[src/design/lc4_pkg.sv]
package lc4_pkg;

    localparam int WORD_W    = 16;
    localparam int REG_IDX_W = 3;
    localparam int NUM_REGS  = 8;
    localparam int NZP_W     = 3;

    typedef logic [WORD_W-1:0]    word_t;
    typedef logic [REG_IDX_W-1:0] reg_idx_t;
    typedef logic [NZP_W-1:0]     nzp_t;

    // major opcode in insn[15:12], only the supported subset
    typedef enum logic [3:0] {
        OP_BR    = 4'b0000,
        OP_ARITH = 4'b0001,
        OP_LOGIC = 4'b0101,
        OP_LDR   = 4'b0110,
        OP_STR   = 4'b0111,
        OP_CONST = 4'b1001
    } opcode_e;

    typedef enum logic [3:0] {
        ALU_ADD,
        ALU_MUL,
        ALU_SUB,
        ALU_AND,
        ALU_NOT,
        ALU_OR,
        ALU_XOR,
        ALU_PASS_CONST,
        ALU_ADDR
    } alu_op_e;

    // code 1 is not used
    typedef enum logic [1:0] {
        STALL_NONE   = 2'd0,
        STALL_BRANCH = 2'd2,
        STALL_LOAD   = 2'd3
    } stall_e;

    typedef struct packed {
        reg_idx_t rs;
        reg_idx_t rt;
        reg_idx_t rd;
        logic     rs_re;
        logic     rt_re;
        logic     rf_we;
        logic     nzp_we;
        logic     is_load;
        logic     is_store;
        logic     is_branch;
        alu_op_e  alu_op;
    } dec_t;

    localparam word_t NOP_INSN = 16'h0000;

    localparam nzp_t NZP_POS  = 3'b001;
    localparam nzp_t NZP_ZERO = 3'b010;
    localparam nzp_t NZP_NEG  = 3'b100;

endpackage

[src/design/lc4_fwd_if.sv]
// results of the memory and writeback stages, fed back for bypassing
interface lc4_fwd_if;
    lc4_pkg::reg_idx_t m_rd;
    logic              m_we;
    lc4_pkg::word_t    m_val;
    lc4_pkg::reg_idx_t w_rd;
    logic              w_we;
    lc4_pkg::word_t    w_val;

    modport producer (
        output m_rd, m_we, m_val,
        output w_rd, w_we, w_val
    );

    modport consumer (
        input m_rd, m_we, m_val,
        input w_rd, w_we, w_val
    );

endinterface

[src/design/lc4_stage_if.sv]
// one instruction moving between two pipeline stages
interface lc4_stage_if;
    lc4_pkg::word_t  pc;
    lc4_pkg::word_t  insn;
    lc4_pkg::dec_t   dec;
    lc4_pkg::stall_e stall;
    // operand values, or result and store data past execute
    lc4_pkg::word_t  a_val;
    lc4_pkg::word_t  b_val;

    modport producer (
        output pc, insn, dec, stall,
        output a_val, b_val
    );

    modport consumer (
        input pc, insn, dec, stall,
        input a_val, b_val
    );

endinterface

[src/design/lc4_alu.sv]
module lc4_alu (
    input  lc4_pkg::alu_op_e i_op,
    input  lc4_pkg::word_t   i_insn,
    input  lc4_pkg::word_t   i_pc,
    input  lc4_pkg::word_t   i_a,
    input  lc4_pkg::word_t   i_b,
    output lc4_pkg::word_t   o_result,
    output lc4_pkg::word_t   o_target
);
    lc4_pkg::word_t imm5;
    lc4_pkg::word_t imm6;
    lc4_pkg::word_t imm9;
    lc4_pkg::word_t opnd_b;

    assign imm5 = {{11{i_insn[4]}}, i_insn[4:0]};
    assign imm6 = {{10{i_insn[5]}}, i_insn[5:0]};
    assign imm9 = {{7{i_insn[8]}}, i_insn[8:0]};

    // bit 5 marks the immediate form of ADD and AND
    assign opnd_b = i_insn[5] ? imm5 : i_b;

    // branch target, pc relative
    assign o_target = i_pc + 16'd1 + imm9;

    always_comb begin
        case (i_op)
            lc4_pkg::ALU_ADD:        o_result = i_a + opnd_b;
            lc4_pkg::ALU_MUL:        o_result = i_a * i_b;
            lc4_pkg::ALU_SUB:        o_result = i_a - i_b;
            lc4_pkg::ALU_AND:        o_result = i_a & opnd_b;
            lc4_pkg::ALU_NOT:        o_result = ~i_a;
            lc4_pkg::ALU_OR:         o_result = i_a | i_b;
            lc4_pkg::ALU_XOR:        o_result = i_a ^ i_b;
            lc4_pkg::ALU_PASS_CONST: o_result = imm9;
            // base plus offset for LDR and STR
            lc4_pkg::ALU_ADDR:       o_result = i_a + imm6;
            default:                 o_result = '0;
        endcase
    end

endmodule

[src/design/lc4_core.sv]
module lc4_core #(
    parameter lc4_pkg::word_t RESET_PC = 16'h8200
) (
    input  logic              gwe,
    input  logic              i_rst_n,
    output lc4_pkg::word_t    o_cur_pc,
    input  lc4_pkg::word_t    i_insn,
    output lc4_pkg::word_t    o_dmem_addr,
    output logic              o_dmem_we,
    output lc4_pkg::word_t    o_dmem_towrite,
    input  lc4_pkg::word_t    i_dmem_data,
    output lc4_pkg::word_t    o_trace_pc,
    output lc4_pkg::word_t    o_trace_insn,
    output lc4_pkg::stall_e   o_trace_stall,
    output logic              o_trace_rf_we,
    output lc4_pkg::reg_idx_t o_trace_rf_wsel,
    output lc4_pkg::word_t    o_trace_rf_data
);
    logic              redirect;
    lc4_pkg::word_t    target;
    logic              x_is_load;
    lc4_pkg::reg_idx_t x_rd;
    logic              wb_we;
    lc4_pkg::reg_idx_t wb_rd;
    lc4_pkg::word_t    wb_data;

    lc4_stage_if dx ();
    lc4_stage_if xm ();
    lc4_fwd_if   fwd ();

    lc4_fetch_decode #(
        .RESET_PC (RESET_PC)
    ) fetch_decode_i (
        .gwe (gwe), .i_rst_n (i_rst_n), .o_cur_pc (o_cur_pc), .i_insn (i_insn),
        .i_redirect (redirect), .i_target (target),
        .i_x_is_load (x_is_load), .i_x_rd (x_rd),
        .i_wb_we (wb_we), .i_wb_rd (wb_rd), .i_wb_data (wb_data), .dx (dx)
    );

    lc4_execute execute_i (
        .gwe (gwe), .i_rst_n (i_rst_n), .dx (dx), .xm (xm), .fwd (fwd),
        .o_redirect (redirect), .o_target (target),
        .o_x_is_load (x_is_load), .o_x_rd (x_rd)
    );

    lc4_mem_writeback mem_writeback_i (
        .gwe (gwe), .i_rst_n (i_rst_n), .xm (xm), .fwd (fwd),
        .o_dmem_addr (o_dmem_addr), .o_dmem_we (o_dmem_we),
        .o_dmem_towrite (o_dmem_towrite), .i_dmem_data (i_dmem_data),
        .o_wb_we (wb_we), .o_wb_rd (wb_rd), .o_wb_data (wb_data),
        .o_trace_pc (o_trace_pc), .o_trace_insn (o_trace_insn),
        .o_trace_stall (o_trace_stall), .o_trace_rf_we (o_trace_rf_we),
        .o_trace_rf_wsel (o_trace_rf_wsel), .o_trace_rf_data (o_trace_rf_data)
    );

endmodule

[src/design/lc4_execute.sv]
module lc4_execute (
    input  logic              gwe,
    input  logic              i_rst_n,
    lc4_stage_if.consumer     dx,
    lc4_stage_if.producer     xm,
    lc4_fwd_if.consumer       fwd,
    output logic              o_redirect,
    output lc4_pkg::word_t    o_target,
    output logic              o_x_is_load,
    output lc4_pkg::reg_idx_t o_x_rd
);
    lc4_pkg::word_t  x_pc;
    lc4_pkg::word_t  x_insn;
    lc4_pkg::dec_t   x_dec;
    lc4_pkg::stall_e x_stall;
    lc4_pkg::word_t  x_a;
    lc4_pkg::word_t  x_b;
    lc4_pkg::word_t  rs_val;
    lc4_pkg::word_t  rt_val;
    lc4_pkg::word_t  alu_result;
    lc4_pkg::nzp_t   nzp_q;
    lc4_pkg::nzp_t   nzp_m;
    lc4_pkg::nzp_t   nzp_cur;

    function automatic lc4_pkg::nzp_t nzp_of(input lc4_pkg::word_t v);
        if (v == '0) begin
            return lc4_pkg::NZP_ZERO;
        end
        return v[15] ? lc4_pkg::NZP_NEG : lc4_pkg::NZP_POS;
    endfunction

    // MX has priority over WX, the register value comes last
    function automatic lc4_pkg::word_t bypass(input lc4_pkg::reg_idx_t idx,
                                              input lc4_pkg::word_t   reg_val);
        if (fwd.m_we && fwd.m_rd == idx) begin
            return fwd.m_val;
        end
        if (fwd.w_we && fwd.w_rd == idx) begin
            return fwd.w_val;
        end
        return reg_val;
    endfunction

    always_ff @(posedge gwe or negedge i_rst_n) begin
        if (!i_rst_n) begin
            x_insn  <= lc4_pkg::NOP_INSN;
            x_dec   <= '0;
            x_stall <= lc4_pkg::STALL_BRANCH;
        end else begin
            x_insn  <= dx.insn;
            x_dec   <= dx.dec;
            x_stall <= dx.stall;
        end
    end

    always_ff @(posedge gwe) begin
        x_pc <= dx.pc;
        x_a  <= dx.a_val;
        x_b  <= dx.b_val;
    end

    always_comb begin
        rs_val = bypass(x_dec.rs, x_a);
        rt_val = bypass(x_dec.rt, x_b);
    end

    lc4_alu alu_i (
        .i_op     (x_dec.alu_op),
        .i_insn   (x_insn),
        .i_pc     (x_pc),
        .i_a      (rs_val),
        .i_b      (rt_val),
        .o_result (alu_result),
        .o_target (o_target)
    );

    // every register writer in the subset also sets nzp, loads included
    assign nzp_m   = nzp_of(fwd.m_val);
    assign nzp_cur = fwd.m_we ? nzp_m : nzp_q;

    always_ff @(posedge gwe or negedge i_rst_n) begin
        if (!i_rst_n) begin
            nzp_q <= lc4_pkg::NZP_ZERO;
        end else if (fwd.m_we) begin
            nzp_q <= nzp_m;
        end
    end

    assign o_redirect  = x_dec.is_branch && |(nzp_cur & x_insn[11:9]);
    assign o_x_is_load = x_dec.is_load;
    assign o_x_rd      = x_dec.rd;

    assign xm.pc    = x_pc;
    assign xm.insn  = x_insn;
    assign xm.dec   = x_dec;
    assign xm.stall = x_stall;
    assign xm.a_val = alu_result;
    assign xm.b_val = rt_val;

endmodule

[src/design/lc4_fetch_decode.sv]
module lc4_fetch_decode #(
    parameter lc4_pkg::word_t RESET_PC = 16'h8200
) (
    input  logic              gwe,
    input  logic              i_rst_n,
    output lc4_pkg::word_t    o_cur_pc,
    input  lc4_pkg::word_t    i_insn,
    input  logic              i_redirect,
    input  lc4_pkg::word_t    i_target,
    input  logic              i_x_is_load,
    input  lc4_pkg::reg_idx_t i_x_rd,
    input  logic              i_wb_we,
    input  lc4_pkg::reg_idx_t i_wb_rd,
    input  lc4_pkg::word_t    i_wb_data,
    lc4_stage_if.producer     dx
);
    lc4_pkg::word_t  pc_q;
    lc4_pkg::word_t  fd_pc;
    lc4_pkg::word_t  fd_insn;
    lc4_pkg::stall_e fd_stall;
    lc4_pkg::dec_t   dec;
    lc4_pkg::word_t  rs_data;
    lc4_pkg::word_t  rt_data;
    logic            load_use;

    always_ff @(posedge gwe or negedge i_rst_n) begin
        if (!i_rst_n) begin
            pc_q     <= RESET_PC;
            fd_insn  <= lc4_pkg::NOP_INSN;
            fd_stall <= lc4_pkg::STALL_BRANCH;
        end else if (i_redirect) begin
            pc_q     <= i_target;
            fd_insn  <= lc4_pkg::NOP_INSN;
            fd_stall <= lc4_pkg::STALL_BRANCH;
        end else if (!load_use) begin
            pc_q     <= pc_q + 16'd1;
            fd_insn  <= i_insn;
            fd_stall <= lc4_pkg::STALL_NONE;
        end
    end

    always_ff @(posedge gwe) begin
        if (!load_use) begin
            fd_pc <= pc_q;
        end
    end

    assign o_cur_pc = pc_q;

    always_comb begin
        dec = '0;
        case (lc4_pkg::opcode_e'(fd_insn[15:12]))
            lc4_pkg::OP_ARITH, lc4_pkg::OP_LOGIC: begin
                dec.rd     = fd_insn[11:9];
                dec.rs     = fd_insn[8:6];
                dec.rt     = fd_insn[2:0];
                dec.rs_re  = 1'b1;
                // NOT and the immediate forms leave rt unread
                dec.rt_re  = !fd_insn[5] && !(fd_insn[15:12] == 4'b0101 && fd_insn[4:3] == 2'b01);
                dec.rf_we  = 1'b1;
                dec.nzp_we = 1'b1;
                if (fd_insn[15:12] == 4'b0001) begin
                    case (fd_insn[5:3])
                        3'b000:  dec.alu_op = lc4_pkg::ALU_ADD;
                        3'b001:  dec.alu_op = lc4_pkg::ALU_MUL;
                        3'b010:  dec.alu_op = lc4_pkg::ALU_SUB;
                        3'b011:  dec = '0;
                        default: dec.alu_op = lc4_pkg::ALU_ADD;
                    endcase
                end else begin
                    case (fd_insn[5:3])
                        3'b001:  dec.alu_op = lc4_pkg::ALU_NOT;
                        3'b010:  dec.alu_op = lc4_pkg::ALU_OR;
                        3'b011:  dec.alu_op = lc4_pkg::ALU_XOR;
                        default: dec.alu_op = lc4_pkg::ALU_AND;
                    endcase
                end
            end
            lc4_pkg::OP_LDR: begin
                dec.rd      = fd_insn[11:9];
                dec.rs      = fd_insn[8:6];
                dec.rs_re   = 1'b1;
                dec.rf_we   = 1'b1;
                dec.nzp_we  = 1'b1;
                dec.is_load = 1'b1;
                dec.alu_op  = lc4_pkg::ALU_ADDR;
            end
            lc4_pkg::OP_STR: begin
                dec.rt       = fd_insn[11:9];
                dec.rs       = fd_insn[8:6];
                dec.rs_re    = 1'b1;
                dec.rt_re    = 1'b1;
                dec.is_store = 1'b1;
                dec.alu_op   = lc4_pkg::ALU_ADDR;
            end
            lc4_pkg::OP_CONST: begin
                dec.rd     = fd_insn[11:9];
                dec.rf_we  = 1'b1;
                dec.nzp_we = 1'b1;
                dec.alu_op = lc4_pkg::ALU_PASS_CONST;
            end
            // an all-zero mask never branches and stays a NOP
            lc4_pkg::OP_BR: dec.is_branch = |fd_insn[11:9];
            default: dec = '0;
        endcase
    end

    // store data is covered by the WM bypass, so its rt does not stall
    assign load_use = i_x_is_load &&
                      ((dec.rs_re && dec.rs == i_x_rd) ||
                       (dec.rt_re && !dec.is_store && dec.rt == i_x_rd));

    lc4_regfile regfile_i (
        .gwe       (gwe),
        .i_rst_n   (i_rst_n),
        .i_rs      (dec.rs),
        .i_rt      (dec.rt),
        .o_rs_data (rs_data),
        .o_rt_data (rt_data),
        .i_rd      (i_wb_rd),
        .i_wdata   (i_wb_data),
        .i_we      (i_wb_we)
    );

    always_comb begin
        dx.pc    = fd_pc;
        dx.insn  = fd_insn;
        dx.dec   = dec;
        dx.stall = fd_stall;
        dx.a_val = rs_data;
        dx.b_val = rt_data;
        if (i_redirect || load_use) begin
            dx.insn  = lc4_pkg::NOP_INSN;
            dx.dec   = '0;
            dx.stall = i_redirect ? lc4_pkg::STALL_BRANCH : lc4_pkg::STALL_LOAD;
        end
    end

endmodule

[src/design/lc4_mem_writeback.sv]
module lc4_mem_writeback (
    input  logic              gwe,
    input  logic              i_rst_n,
    lc4_stage_if.consumer     xm,
    lc4_fwd_if.producer       fwd,
    output lc4_pkg::word_t    o_dmem_addr,
    output logic              o_dmem_we,
    output lc4_pkg::word_t    o_dmem_towrite,
    input  lc4_pkg::word_t    i_dmem_data,
    output logic              o_wb_we,
    output lc4_pkg::reg_idx_t o_wb_rd,
    output lc4_pkg::word_t    o_wb_data,
    output lc4_pkg::word_t    o_trace_pc,
    output lc4_pkg::word_t    o_trace_insn,
    output lc4_pkg::stall_e   o_trace_stall,
    output logic              o_trace_rf_we,
    output lc4_pkg::reg_idx_t o_trace_rf_wsel,
    output lc4_pkg::word_t    o_trace_rf_data
);
    lc4_pkg::word_t  m_pc;
    lc4_pkg::word_t  m_insn;
    lc4_pkg::dec_t   m_dec;
    lc4_pkg::stall_e m_stall;
    lc4_pkg::word_t  m_result;
    lc4_pkg::word_t  m_b;
    lc4_pkg::word_t  w_pc;
    lc4_pkg::word_t  w_insn;
    lc4_pkg::dec_t   w_dec;
    lc4_pkg::stall_e w_stall;
    lc4_pkg::word_t  w_result;
    lc4_pkg::word_t  w_load;
    lc4_pkg::word_t  w_val;
    lc4_pkg::word_t  store_data;

    always_ff @(posedge gwe or negedge i_rst_n) begin
        if (!i_rst_n) begin
            m_insn  <= lc4_pkg::NOP_INSN;
            m_dec   <= '0;
            m_stall <= lc4_pkg::STALL_BRANCH;
            w_insn  <= lc4_pkg::NOP_INSN;
            w_dec   <= '0;
            w_stall <= lc4_pkg::STALL_BRANCH;
        end else begin
            m_insn  <= xm.insn;
            m_dec   <= xm.dec;
            m_stall <= xm.stall;
            w_insn  <= m_insn;
            w_dec   <= m_dec;
            w_stall <= m_stall;
        end
    end

    always_ff @(posedge gwe) begin
        m_pc     <= xm.pc;
        m_result <= xm.a_val;
        m_b      <= xm.b_val;
        w_pc     <= m_pc;
        w_result <= m_result;
        w_load   <= i_dmem_data;
    end

    // WM bypass for the store data
    assign store_data = (w_dec.rf_we && w_dec.rd == m_dec.rt) ? w_val : m_b;

    assign o_dmem_we      = m_dec.is_store;
    assign o_dmem_addr    = (m_dec.is_load || m_dec.is_store) ? m_result : '0;
    assign o_dmem_towrite = m_dec.is_store ? store_data : '0;

    assign w_val = w_dec.is_load ? w_load : w_result;

    // load data is already back in this stage
    assign fwd.m_rd  = m_dec.rd;
    assign fwd.m_we  = m_dec.rf_we;
    assign fwd.m_val = m_dec.is_load ? i_dmem_data : m_result;
    assign fwd.w_rd  = w_dec.rd;
    assign fwd.w_we  = w_dec.rf_we;
    assign fwd.w_val = w_val;

    assign o_wb_we   = w_dec.rf_we;
    assign o_wb_rd   = w_dec.rd;
    assign o_wb_data = w_val;

    assign o_trace_pc      = w_pc;
    assign o_trace_insn    = w_insn;
    assign o_trace_stall   = w_stall;
    assign o_trace_rf_we   = w_dec.rf_we;
    assign o_trace_rf_wsel = w_dec.rd;
    assign o_trace_rf_data = w_val;

endmodule

[src/design/lc4_regfile.sv]
module lc4_regfile (
    input  logic              gwe,
    input  logic              i_rst_n,
    input  lc4_pkg::reg_idx_t i_rs,
    input  lc4_pkg::reg_idx_t i_rt,
    output lc4_pkg::word_t    o_rs_data,
    output lc4_pkg::word_t    o_rt_data,
    input  lc4_pkg::reg_idx_t i_rd,
    input  lc4_pkg::word_t    i_wdata,
    input  logic              i_we
);
    lc4_pkg::word_t regs [lc4_pkg::NUM_REGS];

    always_ff @(posedge gwe or negedge i_rst_n) begin
        if (!i_rst_n) begin
            for (int i = 0; i < lc4_pkg::NUM_REGS; i++) begin
                regs[i] <= '0;
            end
        end else if (i_we) begin
            regs[i_rd] <= i_wdata;
        end
    end

    // write-through so decode sees the value retiring this cycle
    assign o_rs_data = (i_we && i_rd == i_rs) ? i_wdata : regs[i_rs];
    assign o_rt_data = (i_we && i_rd == i_rt) ? i_wdata : regs[i_rt];

endmodule

[config.mk]
export PLATFORM = sky130hd
export DESIGN_NAME = lc4_core
export DESIGN_NICKNAME = d
export VERILOG_FILES = /design/src/design/lc4_pkg.sv /design/src/design/lc4_fwd_if.sv /design/src/design/lc4_stage_if.sv /design/src/design/lc4_alu.sv /design/src/design/lc4_core.sv /design/src/design/lc4_execute.sv /design/src/design/lc4_fetch_decode.sv /design/src/design/lc4_mem_writeback.sv /design/src/design/lc4_regfile.sv
export SDC_FILE = /design/constraint.sdc
export NUM_CORES = 1
export LEC_CHECK = 0
export ABC_AREA = 0
export BUFFER_PORTS_ARGS = -buffer_cell sky130_fd_sc_hd__buf_2
export CORE_MARGIN = 1
export CORE_UTILIZATION = 62
export DETAILED_ROUTE_END_ITERATION = 8
export PLACE_DENSITY = 0.8
export SLEW_MARGIN = 40
export SYNTH_ARGS = -nofsm -noshare
export SYNTH_HDL_FRONTEND = slang
export SYNTH_SLANG_ARGS = --single-unit
[constraint.sdc]
create_clock -name gwe -period 9.3 [get_ports gwe]
set_input_delay 0.465 -clock gwe [delete_from_list [all_inputs] [get_ports gwe]]
set_output_delay 0.465 -clock gwe [all_outputs]
set_load 0.01 [all_outputs]
Word level (Yosys, flattened, before mapping)
Cells that the tools add are included.
Storage, ports and cells
  flip-flop bits (word level): 410
  bits of input ports: 34
  output and inout bits: 103
Cells by class
  add/sub/neg operators: 6
  multipliers: 1
  magnitude comparators: 4
  equal/unequal tests: 27
  mux-type cells: 62
  bitwise operators: 8
  reductions and logical operators: 29
Operators with widths (number)
  $mux W16: 28
  $pmux W16 S9: 1
  $bwmux W128: 1
  $bmux W16 S3: 2
  $add A16 B16 Y16: 3
  $demux W16 S3: 1
  $add A16 B1 Y16 const B: 2
  $eq A4 B3 Y1 const B: 7
  $eq A3 B3 Y1: 9
  $mux W20: 1
  $pmux W3 S2: 3
  $and A16 B16 Y16: 1
  $logic_not A16 Y1: 1
  $mul A16 B16 Y16: 1
  $not A16 Y16: 1
  $or A16 B16 Y16: 1
  $sub A16 B16 Y16: 1
  $xor A16 B16 Y16: 1
  $logic_and A1 B1 Y1: 15
  $ge A4 B4 Y1 const B: 3
  $mux W3: 4
  $not A3 Y4: 3
  $pmux W4 S3: 1
  $pmux W1 S2: 5
  19 further kinds: 41

Depth between registers and ports, before layout
  word-level depth: 14
  mapped depth: 31
  depth with buffers taken out: 28

Modules after synthesis
From an unflattened synthesis, not the netlist that was laid out.
Second synthesis, totals
  cells, all modules: 2218
  area, all modules: 24513.5 µm²
Modules (own cells, without submodules)
  lc4_regfile: times used 1, cells each 452, area each 7533.5 µm², sequential area each 3203.1 µm²
  lc4_alu: times used 1, cells each 940, area each 6927.9 µm², sequential area each 0.0 µm²
  lc4_mem_writeback: times used 1, cells each 304, area each 4381.7 µm², sequential area each 3175.5 µm²
  lc4_execute: times used 1, cells each 229, area each 2946.6 µm², sequential area each 1989.4 µm²
  lc4_fetch_decode: times used 1, cells each 293, area each 2723.9 µm², sequential area each 1310.0 µm²

Worst setup path before layout
No wires, ideal clock.
  path type: reg2reg
  start: register mem_writeback_i.w_dec, in the netlist mem_writeback_i.fwd.w_rd[0]
  end: register mem_writeback_i.m_result[15]
  arrival: 6694 ps
  data required time: 9178 ps
  setup slack: 2484 ps
  stages on the path, launching flop included: 27
  path buffers: 2
  period minus slack after synthesis: 6816 ps
  path through: dfrtp_1 > xnor2_1 > clkbuf_1 > a41oi_2 > a211oi_2 > or2_2 > clkbuf_1 > clkinv_1 > nor2_1 > fa_1 > inv_1 > fa_1 > inv_1 > fa_1 > fa_1 > inv_1 > fa_1 > fa_1 > xor2_1 > xnor2_1 > xnor2_1 > xnor2_1 > xnor2_1 > xnor3_1 > xnor3_1 > xor2_1 > a221o_1
On the way
  longest elaborated chain between the ends: 9
  elaborated cells on any way between the ends: 24
RTL lines
  start: declaration: line lc4_mem_writeback.sv:28  | lc4_pkg::dec_t w_dec;
  start signal: assignment: line lc4_mem_writeback.sv:48  | w_dec <= m_dec;
  $eq A3 B3 Y1 (*): line lc4_execute.sv:38  | if (fwd.w_we && fwd.w_rd == idx) begin
  $logic_and A1 B1 Y1 (*): line lc4_execute.sv:38
  $mux W1 (2 in a row): line lc4_execute.sv:38
  $mux W16 (*): line lc4_execute.sv:41  | return reg_val;
  $mux W16 (*): line lc4_execute.sv:38
  via execute_i.alu_i.i_b[1]: line lc4_alu.sv:6  | input lc4_pkg::word_t i_b,
  branches (longest 2 deep; another with $mul A16 B16 Y16)
  $pmux W16 S9 (*): line lc4_alu.sv:26  | case (i_op)
  end signal: assignment: line lc4_mem_writeback.sv:55  | m_result <= xm.a_val;
  end: declaration: line lc4_mem_writeback.sv:24  | lc4_pkg::word_t m_result;
Mark *: on every way through the listed nets, which the timed path passes. The select of a mux whose other input is x is not followed.
A chain may end at the register's enable or synchronous reset.

Final worst setup path
  start: register mem_writeback_i.w_dec, in the netlist mem_writeback_i.fwd.w_rd[0]
  end: register mem_writeback_i.m_result[15]
On the way
  longest elaborated chain between the ends: 9
  elaborated cells on any way between the ends: 24
RTL lines (line)
  branches (longest 8 deep; another with $mul A16 B16 Y16)
  $pmux W16 S9 (*): lc4_alu.sv:26
Every way passes the cells marked *. The select of a mux whose other input is x is not followed.

==> implementation parameters <==
Parameter                              Value

Timing
  Clk_skew ... about 30 ps
  Period Utilization, post-route ... 86.6%
  Fin crit period ... 8050 ps
  Fmax ... 124 MHz
  Final worst hold slack ... 22.5 ps
  Final Setup Violations ... 0
  Final worst setup slack ... roughly 1200 ps
  Setup repair after global routing missed its margin ... false
  Slew Limit Fails ... 0
  Hold Vio Cnt, Final ... 0
  Slew of the pin with the lowest slew margin ... 877 ps
  Max transition margin ... 41.1%
  Setup total negative slack ... 0 ps

Floorplan
  Total Die Area ... 38500 um2
  Initial cell density of the core ... 63.4%
  Chip Width ... 196 um
  Std-Cell Core Area ... 36900 um2
  Die H ... 196 um
  Number of placement rows ... 70
  Number of top-level pins ... 137

Setup path
  Critical path's most frequent cell ... sky130_fd_sc_hd__fa_1
  Highest cell delay on the worst timing path ... 740 ps
  Cell count of the worst reg-to-reg path ... 25
  Nature of the critical path endpoint ... flip-flop
  WS Path Type ... flip-flop to flip-flop
  Endpoint arrival time on the critical path ... between 8000 and 9000 ps
  Nature of the critical path startpoint ... flip-flop
  Critical register-to-register path startpoint ... mem_writeback_i.fwd.w_rd[0]
  Start point of the critical path ... mem_writeback_i.fwd.w_rd[0]
  Maximum fanout along the worst path ... 17
  CP required ... 9780 ps
  Reg-to-Reg End ... mem_writeback_i.m_result[15]
  Critical path's slowest cell ... sky130_fd_sc_hd__xnor2_1
  R2R setup slack ... 1250 ps

Layout
  Layout net count ... 2822
  P&R area growth vs syn ... 11.3%
  Diode count ... 0
  Proportion of layout cells with a drive suffix above 1 ... 13.5%
  Most frequent standard cell in the layout excluding fill and tap cells ... sky130_fd_sc_hd__nand2_1
  Commonest cells after routing, fill and taps aside ... sky130_fd_sc_hd__nand2_1, sky130_fd_sc_hd__dfrtp_1, sky130_fd_sc_hd__nor2_1, sky130_fd_sc_hd__a21oi_1, sky130_fd_sc_hd__inv_1
  Final instance area ... 26000 um2
  Number of flip-flops in the largest register ... approximately 130
  Number of inserted filler cells in the final layout ... 2793
  Most flop-heavy register ... fetch_decode_i.regfile_i.regs

Synthesis
  Post-synth EDFFs ... 16
  Total number of yosys warnings ... 0
  Top FF cell, synth ... sky130_fd_sc_hd__dfrtp_1
  Cell area after synthesis ... 23400 um2
  Portion of synthesized cell area occupied by the leading cell type ... 25.9%
  Count of different cell masters after synthesis ... 87
  Net count after synthesis ... 2747
  Most area-hungry cell type in the Yosys netlist ... sky130_fd_sc_hd__dfrtp_1
  Register bit count reported by yosys ... 409
  Mean post-synth cell area ... 9.25 um2
  Post-synth ARST share ... 60.9%
  Synthesized instance count ... 2526
  Part of the Yosys area used for sequential elements ... 41.1%
  Synth area leaders ... sky130_fd_sc_hd__dfrtp_1, sky130_fd_sc_hd__dfxtp_1, sky130_fd_sc_hd__fa_1

Clock network
  Clock sinks ... 409
  CTS clock-pin slew for the worst setup and hold paths ... 70 ps
  Max Root-Sink Buffers ... 3
  CTS root buf ... sky130_fd_sc_hd__clkbuf_16
  H-tree levels ... 2
  CTS Buf Count ... 42
  Post-CTS Setup Repair Bufs ... 0
  CTS tree ... built
  Clk_lat worst skew ... just under 600 ps

Placed design
  Worst slack at placement ... 1340 ps
  Number of buffer cells added on primary ports ... 136
  GP Congestion ... slightly above 1
  Total cell area at the placement stage ... 24600 um2
  Post-DP HPWL ... 51.4 mm

Route
  Number of design rule violations left after detail routing ... 0
  Starting DRT DRC Count ... 1990
  Average via count per standard cell ... 6.25
  Sum of routed wire length over all layers ... 73.8 mm
  Count of nets left with antenna violations after detail routing ... 0
  First-pass iteration count of the detailed router ... 6
  Via Count ... 19600
  Average detailed-routed wire length per instance ... 23.5 um

Hold path
  Min-delay worst type ... primary input to flip-flop
  Hold wc startpoint ... i_dmem_data[13]
  Worst Hold Path Cells ... 1
  Worst hold path endpoint ... mem_writeback_i.w_load[13]

Flow run
  Max-cap check violation count ... 0

Global routing
  Total routing resource utilization after global routing ... approximately two fifths
  Vias in the first global route ... 19400
  Overflow left after global routing ... 0
  Wire length of the first global-routing pass ... around 110 mm
  Largest net degree at the start of global routing ... 70
  Initial antenna violation count ... 1

Run status
  Outcome ... completed
-- critical path, delay by kind of cell, from the launching register on --
kind,cells,cell delay (ps)
flip-flops,1,560
AND/OR/NAND/NOR,2,400
multiplexers,1,360
buffers and inverters,5,770
adder cells (fa/ha/maj),6,2740
XOR/XNOR,9,2350
AO/OA/AOI/OAI,2,720
-- logic make-up after synthesis --
family / synth area share, %
AND/OR/NAND/NOR: 15.5
AO/OA/AOI/OAI: 15.7
flip-flops: 41.1
buffers and inverters: 5.80
adder cells (fa/ha/maj): 12.6
XOR/XNOR: 4.19
multiplexers: 5.09
-- cell type report --
class / count / area, um2 / area share [%]
Inverter: 168 / 631 / 2.42
Clock inverter: 12 / 113 / 0.433
Tap cell: 504 / 631 / 2.42
Clock buffer: 65 / 1220 / 4.69
Multi-Input combinational cell: 1774 / 12600 / 48.3
Timing Repair Buffer: 206 / 1240 / 4.79
Sequential cell: 409 / 9600 / 36.9
-- worst max-delay path by stage --
stage / end / slack, ps / cells after the start
3_5_place_dp: mem_writeback_i.m_result[15] / 1340 / 25
4_1_cts: mem_writeback_i.m_result[15] / 1320 / 25
6_report: mem_writeback_i.m_result[15] / 1250 / 25
3_3_place_gp: mem_writeback_i.m_result[15] / 1550 / 25
2_1_floorplan: mem_writeback_i.m_result[15] / 2480 / 26
5_1_grt: mem_writeback_i.m_result[15] / 890 / 25
-- metrics by stage --
step	util, %	cells
6_report	70.5	3138
5_1_grt	70.5	3138
4_1_cts	70.5	3138
3_5_place_dp	66.8	3058
3_3_place_gp	66.6	3056
2_1_floorplan	-	2526
-- layer usage --
| layer | share of wire (%) | wire (um) | up-vias | GRT usage [%] |
|---|---|---|---|---|
| met5 | 0.016 | 12 | - | 0 |
| met4 | 5.3 | 3890 | 2 | 20.9 |
| met3 | 8.8 | 6480 | 217 | 6.43 |
| met2 | 47 | 34400 | 1013 | 62.0 |
| met1 | 39 | 29000 | 9608 | 50.7 |
| li1 | - | - | 8779 | - |
-- cells in the mapped netlist, types with 7 or more instances --
cell                       count
sky130_fd_sc_hd__nand2_1     388
sky130_fd_sc_hd__o21ai_0     132
sky130_fd_sc_hd__nor2b_1      22
sky130_fd_sc_hd__nand2b_1     11
sky130_fd_sc_hd__a21o_1       13
sky130_fd_sc_hd__nor3_1       26
sky130_fd_sc_hd__or2_2        10
sky130_fd_sc_hd__a311oi_1     17
sky130_fd_sc_hd__nand4_1      12
sky130_fd_sc_hd__xor2_1       29
sky130_fd_sc_hd__and3_1       50
sky130_fd_sc_hd__a21oi_1     167
sky130_fd_sc_hd__o221ai_1      8
sky130_fd_sc_hd__dfxtp_1     144
sky130_fd_sc_hd__edfxtp_1     16
sky130_fd_sc_hd__mux2i_1      67
sky130_fd_sc_hd__a31oi_1      24
sky130_fd_sc_hd__dfrtp_1     242
sky130_fd_sc_hd__dfstp_2       7
sky130_fd_sc_hd__o211a_1      18
sky130_fd_sc_hd__a22oi_1       7
sky130_fd_sc_hd__a211oi_1     45
sky130_fd_sc_hd__buf_2        12
sky130_fd_sc_hd__a221oi_1      7
sky130_fd_sc_hd__inv_1       160
sky130_fd_sc_hd__mux4_2       16
sky130_fd_sc_hd__a41oi_1      13
sky130_fd_sc_hd__buf_4        10
sky130_fd_sc_hd__nor2_1      238
sky130_fd_sc_hd__ha_1        105
sky130_fd_sc_hd__nor4_1        7
sky130_fd_sc_hd__fa_1         82
sky130_fd_sc_hd__nand3_1      22
sky130_fd_sc_hd__o211ai_1     56
sky130_fd_sc_hd__xnor2_1      68
sky130_fd_sc_hd__clkbuf_1    145
-- repair_timing --
action,CTS,global route
gates resized for setup,0,0
hold buffers,3,0
endpoints found under the hold margin,69,0
Power is left out: the tool's default activity adds up to more than one toggle a clock period on the data nets, which glitch-free logic cannot reach.
